==> src/source/hub75_matrix_cfg.svh <==
// ==================================================
// hub75 matrix configuration
// panel geometry, scan timing and command opcodes
// ==================================================
`ifndef HUB75_MATRIX_CFG_SVH
`define HUB75_MATRIX_CFG_SVH

// panel geometry
`define PANEL_COLS 16       // columns per row
`define PANEL_ROWS 8        // two halves of 4 rows each
`define COLOR_BITS 4        // bits per colour channel

// scan timing in clk_root cycles
`define PIXEL_TICKS 4       // per shifted column
`define OE_BASE_TICKS 8     // lit time of plane 0, doubles per plane

// command opcodes
`define CMD_PIXEL 8'h50     // x, y, hi, lo
`define CMD_BRIGHT 8'h42    // plane enable mask
`define CMD_COLOR 8'h43     // channel enable mask

`endif
==> src/source/hub75_matrix_pkg.sv <==
// ==================================================
// hub75 matrix types
// widths and state encodings shared by the design
// ==================================================
`include "hub75_matrix_cfg.svh"

package hub75_matrix_pkg;

    typedef logic [$clog2(`PANEL_COLS)-1:0] col_addr_t;
    typedef logic [$clog2(`PANEL_ROWS / 2)-1:0] row_pair_addr_t;  // also panel row lines
    typedef logic [$clog2(`PANEL_ROWS)+$clog2(`PANEL_COLS)-1:0] pixel_addr_t;  // {row, col}

    typedef logic [`COLOR_BITS-1:0] color_level_t;  // also plane enable mask
    typedef logic [3*`COLOR_BITS-1:0] pixel_t;      // red high, blue low
    typedef logic [6*`COLOR_BITS-1:0] pixel_pair_t; // top half above bottom half
    typedef logic [$clog2(`COLOR_BITS)-1:0] bit_plane_t;
    typedef logic [2:0] rgb_t;                      // one bit per channel, red high

    // command byte parser
    typedef enum logic [2:0] {
        idle,
        get_x,
        get_y,
        get_hi,
        get_lo,
        get_bright,
        get_color
    } cmd_state_t;

    // panel scan sequence
    typedef enum logic [1:0] {
        shift,
        latch,
        display,
        blank
    } scan_state_t;

endpackage

==> src/source/scan_if.sv <==
// ==================================================
// scan request link
// column, row pair and plane with a load strobe
// ==================================================
interface scan_if import hub75_matrix_pkg::*; ();

    col_addr_t      column;    // column being shifted
    row_pair_addr_t row_pair;  // row within each half
    bit_plane_t     plane;     // plane being shown
    logic           load;      // one-cycle fetch request

    // scan engine side
    modport scan (
        output column,
        output row_pair,
        output plane,
        output load
    );

    // fetch side
    modport fetch (
        input column,
        input row_pair,
        input plane,
        input load
    );

endinterface

==> src/source/hub75_matrix.sv <==
// ==================================================
// hub75 matrix top
// command stream in, HUB75 panel signals out
// ==================================================
module hub75_matrix import hub75_matrix_pkg::*; (
    input  logic           clk_root,
    input  logic           rst_n,
    input  logic [7:0]     cmd_data,
    input  logic           cmd_valid,
    output rgb_t           rgb_top,
    output rgb_t           rgb_bottom,
    output row_pair_addr_t row_addr,
    output logic           clk_pixel,
    output logic           row_latch,
    output logic           oe_n
);

    // decoder to framebuffer
    pixel_addr_t  wr_addr;
    pixel_t       wr_data;
    logic         wr_en;
    color_level_t plane_enable;
    rgb_t         channel_enable;

    // fetch to framebuffer
    logic [$bits(row_pair_addr_t)+$bits(col_addr_t)-1:0] rd_addr;
    logic         rd_en;
    pixel_pair_t  rd_data;

    pixel_t       pixels [2];     // index 0 top, 1 bottom
    rgb_t         rgb_split [2];

    scan_if scan_bus ();

    command_decoder u_decoder (
        .clk_root       (clk_root),
        .rst_n          (rst_n),
        .cmd_data       (cmd_data),
        .cmd_valid      (cmd_valid),
        .wr_addr        (wr_addr),
        .wr_data        (wr_data),
        .wr_en          (wr_en),
        .plane_enable   (plane_enable),
        .channel_enable (channel_enable)
    );

    framebuffer u_framebuffer (
        .clk_root (clk_root),
        .wr_addr  (wr_addr),
        .wr_data  (wr_data),
        .wr_en    (wr_en),
        .rd_addr  (rd_addr),
        .rd_en    (rd_en),
        .rd_data  (rd_data)
    );

    framebuffer_fetch u_fetch (
        .clk_root (clk_root),
        .rst_n    (rst_n),
        .scan     (scan_bus.fetch),
        .rd_addr  (rd_addr),
        .rd_en    (rd_en),
        .rd_data  (rd_data),
        .pixels   (pixels)
    );

    // one splitter per panel half
    for (genvar half = 0; half < 2; half++) begin : g_split
        pixel_split u_split (
            .pixel          (pixels[half]),
            .plane          (scan_bus.plane),
            .plane_enable   (plane_enable),
            .channel_enable (channel_enable),
            .rgb            (rgb_split[half])
        );
    end

    matrix_scan u_scan (
        .clk_root   (clk_root),
        .rst_n      (rst_n),
        .scan       (scan_bus.scan),
        .rgb_in     (rgb_split),
        .rgb_top    (rgb_top),
        .rgb_bottom (rgb_bottom),
        .row_addr   (row_addr),
        .clk_pixel  (clk_pixel),
        .row_latch  (row_latch),
        .oe_n       (oe_n)
    );

endmodule

==> src/source/matrix_scan.sv <==
// ==================================================
// matrix scan
// shifts columns, latches rows, times output enable
// ==================================================
`include "hub75_matrix_cfg.svh"

module matrix_scan import hub75_matrix_pkg::*; (
    input  logic           clk_root,
    input  logic           rst_n,
    scan_if.scan           scan,
    input  rgb_t           rgb_in [2],
    output rgb_t           rgb_top,
    output rgb_t           rgb_bottom,
    output row_pair_addr_t row_addr,
    output logic           clk_pixel,
    output logic           row_latch,
    output logic           oe_n
);

    localparam int TICK_W = $clog2(`PIXEL_TICKS);
    localparam int OE_MAX = `OE_BASE_TICKS << (`COLOR_BITS - 1);
    localparam int OE_W = $clog2(OE_MAX);

    scan_state_t       state;
    logic [TICK_W-1:0] tick;      // cycle within one column
    logic [OE_W-1:0]   oe_count;  // display cycles left
    logic              last_tick;
    logic              last_col;
    logic              last_plane;

    assign last_tick  = tick == TICK_W'(`PIXEL_TICKS - 1);
    assign last_col   = scan.column == col_addr_t'(`PANEL_COLS - 1);
    assign last_plane = scan.plane == bit_plane_t'(`COLOR_BITS - 1);

    // fetch request in the first cycle of each column
    assign scan.load = (state == shift) && (tick == '0);

    always_ff @(posedge clk_root or negedge rst_n) begin
        if (!rst_n) begin
            state         <= shift;
            tick          <= '0;
            oe_count      <= '0;
            scan.column   <= '0;
            scan.row_pair <= '0;
            scan.plane    <= '0;
            rgb_top       <= '0;
            rgb_bottom    <= '0;
            row_addr      <= '0;
            clk_pixel     <= 1'b0;
            row_latch     <= 1'b0;
            oe_n          <= 1'b1;
        end else begin
            clk_pixel <= 1'b0;
            row_latch <= 1'b0;
            case (state)
                shift: begin
                    tick <= tick + 1'b1;
                    // split result is valid two cycles after load
                    if (tick == TICK_W'(`PIXEL_TICKS - 2)) begin
                        rgb_top    <= rgb_in[0];
                        rgb_bottom <= rgb_in[1];
                        clk_pixel  <= 1'b1;  // rises with the data, high in last tick
                    end
                    if (last_tick) begin
                        tick <= '0;
                        if (last_col) begin
                            scan.column <= '0;
                            row_latch   <= 1'b1;
                            row_addr    <= scan.row_pair;  // switches with the latch
                            state       <= latch;
                        end else begin
                            scan.column <= scan.column + 1'b1;
                        end
                    end
                end
                latch: begin
                    // binary weight of this plane, counted down to zero
                    oe_count <= OE_W'((`OE_BASE_TICKS << scan.plane) - 1);
                    oe_n     <= 1'b0;
                    state    <= display;
                end
                display: begin
                    if (oe_count == '0) begin
                        oe_n  <= 1'b1;
                        state <= blank;
                    end else begin
                        oe_count <= oe_count - 1'b1;
                    end
                end
                blank: begin
                    scan.plane <= scan.plane + 1'b1;
                    if (last_plane) begin
                        scan.row_pair <= scan.row_pair + 1'b1;  // wraps after the last pair
                    end
                    state <= shift;
                end
                default: state <= shift;
            endcase
        end
    end

endmodule

==> src/source/pixel_split.sv <==
// ==================================================
// pixel split
// current bit plane of one pixel, masked by enables
// ==================================================
module pixel_split import hub75_matrix_pkg::*; (
    input  pixel_t       pixel,
    input  bit_plane_t   plane,
    input  color_level_t plane_enable,
    input  rgb_t         channel_enable,
    output rgb_t         rgb
);

    color_level_t red;
    color_level_t green;
    color_level_t blue;
    logic         plane_on;

    assign {red, green, blue} = pixel;
    assign plane_on = plane_enable[plane];  // whole plane blanked when off

    // one bit per channel at this plane
    assign rgb = {red[plane], green[plane], blue[plane]} & channel_enable & {3{plane_on}};

endmodule

==> src/source/framebuffer_fetch.sv <==
// ==================================================
// framebuffer fetch
// turns a scan request into a read, holds the pair
// ==================================================
module framebuffer_fetch import hub75_matrix_pkg::*; (
    input  logic        clk_root,
    input  logic        rst_n,
    scan_if.fetch       scan,
    output logic [$bits(row_pair_addr_t)+$bits(col_addr_t)-1:0] rd_addr,
    output logic        rd_en,
    input  pixel_pair_t rd_data,
    output pixel_t      pixels [2]
);

    localparam int PIX_W = $bits(pixel_t);

    logic load_q;  // read data is back this cycle

    // request goes out in the load cycle itself
    assign rd_en   = scan.load;
    assign rd_addr = {scan.row_pair, scan.column};

    always_ff @(posedge clk_root or negedge rst_n) begin
        if (!rst_n) begin
            load_q <= 1'b0;
        end else begin
            load_q <= scan.load;
        end
    end

    // split the pair by half, held until the next load
    always_ff @(posedge clk_root) begin
        if (load_q) begin
            pixels[0] <= rd_data[2*PIX_W-1:PIX_W];  // top
            pixels[1] <= rd_data[PIX_W-1:0];        // bottom
        end
    end

endmodule

==> src/source/framebuffer.sv <==
// ==================================================
// framebuffer
// two banks, pixel-wide write, row-pair-wide read
// ==================================================
module framebuffer import hub75_matrix_pkg::*; (
    input  logic        clk_root,
    input  pixel_addr_t wr_addr,
    input  pixel_t      wr_data,
    input  logic        wr_en,
    input  logic [$bits(row_pair_addr_t)+$bits(col_addr_t)-1:0] rd_addr,
    input  logic        rd_en,
    output pixel_pair_t rd_data
);

    localparam int RD_W = $bits(row_pair_addr_t) + $bits(col_addr_t);
    localparam int DEPTH = 1 << RD_W;
    localparam int HALF_BIT = $bits(pixel_addr_t) - 1;  // top row bit picks the bank

    // bank 0 is the top half, bank 1 the bottom half
    pixel_t bank [2][DEPTH];

    logic                 wr_bank;
    logic [RD_W-1:0]      wr_index;

    assign wr_bank  = wr_addr[HALF_BIT];
    assign wr_index = wr_addr[RD_W-1:0];

    // write port
    always_ff @(posedge clk_root) begin
        if (wr_en) begin
            bank[wr_bank][wr_index] <= wr_data;
        end
    end

    // read port, both halves at once
    always_ff @(posedge clk_root) begin
        if (rd_en) begin
            rd_data <= {bank[0][rd_addr], bank[1][rd_addr]};  // top above bottom
        end
    end

endmodule

==> src/source/command_decoder.sv <==
// ==================================================
// command decoder
// parses command bytes into pixel writes and enables
// ==================================================
`include "hub75_matrix_cfg.svh"

module command_decoder import hub75_matrix_pkg::*; (
    input  logic         clk_root,
    input  logic         rst_n,
    input  logic [7:0]   cmd_data,
    input  logic         cmd_valid,
    output pixel_addr_t  wr_addr,
    output pixel_t       wr_data,
    output logic         wr_en,
    output color_level_t plane_enable,
    output rgb_t         channel_enable
);

    localparam int COL_W = $bits(col_addr_t);
    localparam int ADDR_W = $bits(pixel_addr_t);
    localparam int ROW_W = ADDR_W - COL_W;
    localparam int PIX_W = $bits(pixel_t);

    cmd_state_t state;

    // control path
    always_ff @(posedge clk_root or negedge rst_n) begin
        if (!rst_n) begin
            state          <= idle;
            wr_en          <= 1'b0;
            plane_enable   <= '1;  // all planes shown
            channel_enable <= '1;
        end else begin
            wr_en <= 1'b0;
            if (cmd_valid) begin
                case (state)
                    idle: begin
                        case (cmd_data)
                            `CMD_PIXEL:  state <= get_x;
                            `CMD_BRIGHT: state <= get_bright;
                            `CMD_COLOR:  state <= get_color;
                            default:     state <= idle;  // unknown bytes dropped
                        endcase
                    end
                    get_x:  state <= get_y;
                    get_y:  state <= get_hi;
                    get_hi: state <= get_lo;
                    get_lo: begin
                        wr_en <= 1'b1;  // write lands the cycle after the low byte
                        state <= idle;
                    end
                    get_bright: begin
                        plane_enable <= cmd_data[$bits(color_level_t)-1:0];
                        state        <= idle;
                    end
                    get_color: begin
                        channel_enable <= cmd_data[$bits(rgb_t)-1:0];
                        state          <= idle;
                    end
                    default: state <= idle;
                endcase
            end
        end
    end

    // operand capture straight into the write port fields
    always_ff @(posedge clk_root) begin
        if (cmd_valid) begin
            case (state)
                get_x:   wr_addr[COL_W-1:0] <= cmd_data[COL_W-1:0];
                get_y:   wr_addr[ADDR_W-1:COL_W] <= cmd_data[ROW_W-1:0];
                get_hi:  wr_data[PIX_W-1:8] <= cmd_data[PIX_W-9:0];  // red nibble
                get_lo:  wr_data[7:0] <= cmd_data;
                default: ;
            endcase
        end
    end

endmodule

==> config.mk <==
export PLATFORM = sky130hd
export DESIGN_NAME = hub75_matrix
export DESIGN_NICKNAME = d
export VERILOG_FILES = /design/src/source/hub75_matrix_pkg.sv /design/src/source/scan_if.sv /design/src/source/hub75_matrix.sv /design/src/source/matrix_scan.sv /design/src/source/pixel_split.sv /design/src/source/framebuffer_fetch.sv /design/src/source/framebuffer.sv /design/src/source/command_decoder.sv
export VERILOG_INCLUDE_DIRS = /design/src /design/src/source
export SDC_FILE = /design/constraint.sdc
export NUM_CORES = 2
export LEC_CHECK = 0
export BUFFER_PORTS_ARGS = -buffer_cell sky130_fd_sc_hd__buf_4
export CORE_ASPECT_RATIO = 0.75
export CORE_MARGIN = 2
export CORE_UTILIZATION = 52
export DETAILED_ROUTE_END_ITERATION = 7
export GPL_TIMING_DRIVEN = 0
export PLACE_DENSITY = 0.72
export SLEW_MARGIN = 5
export SYNTH_ARGS = -nofsm -noshare
export SYNTH_HDL_FRONTEND = slang
export SYNTH_SLANG_ARGS = --single-unit
==> constraint.sdc <==
create_clock -name clk_root -period 3.6 [get_ports clk_root]
set_input_delay 0.36 -clock clk_root [delete_from_list [all_inputs] [get_ports clk_root]]
set_output_delay 0.36 -clock clk_root [all_outputs]
set_load 0.005 [all_outputs]
==> out/qor.json <==
{
  "reg2reg_depth": {"value": 6},
  "wl": {"value": 167000, "unit": "um"},
  "numCtsBuffers": {"value": 150},
  "maxSlewHeadroom": {"value": 0.0639},
  "synth-edff-count": {"value": 1603},
  "totalNegativeSetupSlack": {"value": -38.70, "unit": "ns"},
  "grt_setup_unrepaired": {"value": "yes"},
  "die_area": {"value": 0.125, "unit": "mm2"},
  "synthesis.instances": {"value": 3127},
  "hold_viol": {"value": 0},
  "postSynth.asyncResetShare": {"value": 0.0249},
  "initial_antenna_violation_count": {"value": 3},
  "nets": {"value": 3418},
  "seqPwrFrac": {"value": 0.553},
  "synth_cell_types": {"value": 57},
  "clock_tree.htree_level_count": {"value": 4},
  "clock-root-buffer": {"value": "sky130_fd_sc_hd__clkbuf_16"},
  "worst_path_max_delay_cell": {"value": "sky130_fd_sc_hd__nor2_2"},
  "chipWidth": {"value": 408, "unit": "um"},
  "place_congestion": {"value": 0.935},
  "route.detailed.drc": {"value": 0},
  "synth_area_per_cell": {"value": 20.4, "unit": "um2"},
  "drt-wirelength-per-cell": {"value": 32.4, "unit": "um"},
  "worst_setup_timing_slack_at_the_placement_stage": {"value": -0.363, "unit": "ns"},
  "worst_hold_slack": {"value": 0.120, "unit": "ns"},
  "run_status": {"value": "finished, violations left"},
  "yosys_warnings": {"value": 0},
  "setup_slack": {"value": -0.301, "unit": "ns"},
  "dp.cells": {"value": 4865},
  "worst_ep_arrival": {"value": 4.30, "unit": "ns"},
  "die_height": {"value": 307, "unit": "um"},
  "final_cell_mix": {"value": "1603 x sky130_fd_sc_hd__edfxtp_1, 278 x sky130_fd_sc_hd__mux2i_1, 257 x sky130_fd_sc_hd__mux4_2"},
  "clock_insertion_delay_worst_skew": {"value": 0.78, "unit": "ns"},
  "net-switching-power": {"value": 7.81, "unit": "mW"},
  "start_kind": {"value": "register"},
  "leakagePower": {"value": 22.4, "unit": "nW"},
  "grtUsageMet2": {"value": 0.352},
  "crit_path_end_kind": {"value": "register"},
  "intPower": {"value": 30.7, "unit": "mW"},
  "startpoint": {"value": "u_decoder.wr_addr[1]$_DFFE_PP_"},
  "use_met3": {"value": 0.113},
  "failed_checks": {"value": "setup timing"},
  "via_count": {"value": 33400},
  "max_stage_delay": {"value": 0.83, "unit": "ns"},
  "wire_length_of_the_first_global_routing_pass": {"value": 235000, "unit": "um"},
  "final_slew_violations": {"value": 0},
  "grt_pass1_vias": {"value": 31900},
  "synth_fp_nets": {"value": 3152},
  "grt-busiest-layer": {"value": "met1"},
  "synth-main-ff-cell": {"value": "sky130_fd_sc_hd__edfxtp_1"},
  "grt_overflow": {"value": 0},
  "setup_viol": {"value": 332},
  "critical_path.most_common_cell": {"value": "sky130_fd_sc_hd__clkbuf_1"},
  "io_pins": {"value": 22},
  "dpl_cell_area": {"value": 0.0678, "unit": "mm2"},
  "synth.yosys.seq_area_share": {"value": 0.771},
  "initial_drt_pass_iterations": {"value": 8},
  "cts_tree": {"value": "yes"},
  "synth_top_cell_by_area": {"value": "sky130_fd_sc_hd__edfxtp_1"},
  "seq_area": {"value": 0.0492, "unit": "mm2"},
  "ys_top_cells_by_area": {"value": "sky130_fd_sc_hd__edfxtp_1 76%, sky130_fd_sc_hd__mux4_2 9.1%, sky130_fd_sc_hd__mux2i_1 4.4%"},
  "destination_of_the_worst_register_to_register_timing_path": {"value": "u_framebuffer.bank[0][163]$_DFFE_PP_"},
  "power_per_cell_area": {"value": 526, "unit": "mW/mm2"},
  "final_antenna_net_count": {"value": 0},
  "max_cap_violations": {"value": 0},
  "peakVddDrop": {"value": 0.000431, "unit": "V"},
  "clkPwrFrac": {"value": 0.420},
  "postSynthRegisterBits": {"value": 1644},
  "worstMarginPinSlew": {"value": 1.40, "unit": "ns"},
  "critPathMaxFanout": {"value": 12},
  "route.detailed.vias_per_inst": {"value": 6.47},
  "worst_setup_slack_for_register_to_register_paths": {"value": -0.30, "unit": "ns"},
  "combinational_fraction_of_design_power": {"value": 0.027},
  "critical_path.reg2reg.startpoint": {"value": "u_decoder.wr_addr[1]$_DFFE_PP_"},
  "synthDominantCellAreaShare": {"value": 0.755},
  "initial_core_util": {"value": 0.523},
  "globalRouteMet1Util": {"value": 0.406},
  "dr.first_iter.drc_count": {"value": 5405},
  "layout.cells.non_filler": {"value": 5161},
  "power.share.switching": {"value": 0.202},
  "area_growth": {"value": 15.0, "unit": "%"},
  "clk_pin_slew_worst_paths": {"value": 0.07, "unit": "ns"},
  "row_count": {"value": 111},
  "data_required_time_at_the_worst_endpoint": {"value": 4.00, "unit": "ns"},
  "core": {"value": 0.122, "unit": "mm2"},
  "worst_path_cell_chain": {"value": "clkbuf_1 > or3b_2 > clkbuf_1 > or2_2 > clkbuf_1 > nor2_2"},
  "grt_util_all_layers": {"value": 0.269},
  "post-route-min-period": {"value": 3.90, "unit": "ns"},
  "drive_gt1_frac": {"value": 0.240},
  "cts_num_sinks": {"value": 1644},
  "stdcell_area": {"value": 0.0733, "unit": "mm2"},
  "synth.cell_area": {"value": 0.0637, "unit": "mm2"},
  "layout_commonest_cell": {"value": "sky130_fd_sc_hd__edfxtp_1"},
  "detailed_place_hpwl": {"value": 113000, "unit": "um"},
  "final_min_period_over_clock_period": {"value": 1.08},
  "fill_cells": {"value": 8415},
  "hold_class": {"value": "primary input to async pin"},
  "fin_skew": {"value": 0.0211, "unit": "ns"},
  "crit_type": {"value": "register to register"},
  "max_clock_freq": {"value": 0.256, "unit": "GHz"},
  "grt_max_degree": {"value": 42},
  "port-buffer-count": {"value": 21},
  "cts.path.max_buffers": {"value": 3},
  "multi_input_area": {"value": 0.0139, "unit": "mm2"}
}
## sequential cells by signal, summed over array words and instances, names as in the netlist, 4 cells and up
signal,count
u_framebuffer.bank,1536
u_fetch.pixels,24
u_framebuffer.rd_data,24
u_decoder.wr_data,12
u_decoder.wr_addr,7
u_scan.oe_count,6
u_decoder.plane_enable,4
u_scan.scan.column,4
## worst max-delay path, delay by kind of cell (launching register included)
kind / cells / cell delay [ns]
buffers and inverters: 3 / 1.31
DFF: 1 / 0.36
and+or+nand+nor: 3 / 1.82
## worst max path at each step
stage | endpoint | slack (ns) | cells after the start
3_5_place_dp | u_framebuffer.bank[0][121]$_DFFE_PP_ | -0.36 | 5
3_3_place_gp | u_framebuffer.bank[0][125]$_DFFE_PP_ | -1.01 | 0
2_1_floorplan | u_framebuffer.bank[0][72]$_DFFE_PP_ | 1.08 | 6
4_1_cts | u_framebuffer.bank[0][259]$_DFFE_PP_ | -0.26 | 6
6_report | u_framebuffer.bank[0][163]$_DFFE_PP_ | -0.30 | 6
5_1_grt | u_framebuffer.bank[0][189]$_DFFE_PP_ | -0.25 | 6
## logic make-up (layout without fill, tap and decap cells)
logic type      count (synthesis)  count (layout)  synth area share
buf+inv                       199             594            0.0173
simple gates                  312             312            0.0215
mux                           585             585             0.143
other cells                     0               1                 0
flops                        1644            1644             0.771
compound gates                366             366            0.0428
xor+xnor                        7               7          0.000962
fa+ha+maj                      14              14           0.00275
## per-layer routing
metal	wire length [um]	share of wire	up-vias
met5	12	0.000072	-
met4	4670	0.028	2
met3	26900	0.16	246
met2	67500	0.40	2288
met1	68200	0.41	17300
li1	-	-	13500
## synth_stat cells, types with 7 or more instances
cell / n
sky130_fd_sc_hd__a221oi_2: 15
sky130_fd_sc_hd__buf_2: 56
sky130_fd_sc_hd__nor2_1: 184
sky130_fd_sc_hd__nand2_1: 47
sky130_fd_sc_hd__o221ai_1: 21
sky130_fd_sc_hd__a2111oi_0: 24
sky130_fd_sc_hd__dfrtp_1: 33
sky130_fd_sc_hd__nand3_1: 21
sky130_fd_sc_hd__mux2i_1: 278
sky130_fd_sc_hd__nor2b_1: 8
sky130_fd_sc_hd__a22o_1: 21
sky130_fd_sc_hd__o21ai_0: 59
sky130_fd_sc_hd__nand2b_1: 8
sky130_fd_sc_hd__inv_1: 13
sky130_fd_sc_hd__dfstp_2: 8
sky130_fd_sc_hd__clkbuf_1: 85
sky130_fd_sc_hd__ha_1: 14
sky130_fd_sc_hd__edfxtp_1: 1603
sky130_fd_sc_hd__buf_4: 19
sky130_fd_sc_hd__nand4_1: 7
sky130_fd_sc_hd__a21oi_1: 28
sky130_fd_sc_hd__a211oi_1: 12
sky130_fd_sc_hd__or2_2: 9
sky130_fd_sc_hd__mux4_2: 257
sky130_fd_sc_hd__a211o_1: 40
sky130_fd_sc_hd__o22ai_1: 73
sky130_fd_sc_hd__buf_6: 12
sky130_fd_sc_hd__a22oi_1: 7
sky130_fd_sc_hd__a221oi_1: 45
sky130_fd_sc_hd__mux2_2: 50
## final cells by class
type | count | share of cell area
well taps | 1638 | 0.0280
diodes | 1 | 0.0000342
flip-flops and latches | 1644 | 0.671
multi-input cells | 1284 | 0.190
clock inverters | 94 | 0.0129
inverters | 13 | 0.000666
plain buffers | 186 | 0.0144
repair buffers | 114 | 0.0283
clock buffers | 187 | 0.0550
## repair_timing
action	4_1_cts	5_1_grt
setup buffers	2	2
resized for setup	38	40
endpoints found under the setup margin	592	395
pin swaps	0	1
hold buffers	10	0
endpoints found under the hold margin	70	0
## power by group through the flow
stage / Sequential (mW) / Clock [mW] / Combinational (mW)
2_1_floorplan: 21.8 / 0 / 0.190
3_3_place_gp: 22.1 / 0 / 0.317
3_5_place_dp: 21.7 / 0 / 0.970
4_1_cts: 21.3 / 16.3 / 0.991
5_1_grt: 21.3 / 17.0 / 1.08
6_report: 21.3 / 16.2 / 1.04
## stage by stage
step	utilization	power, mW
after floorplan	-	22.0
after global placement	0.541	22.4
after detailed placement	0.556	22.7
after CTS	0.599	38.6
after global routing	0.601	39.4
final	0.601	38.6
No activity file was read; power rests on OpenSTA's default activity.
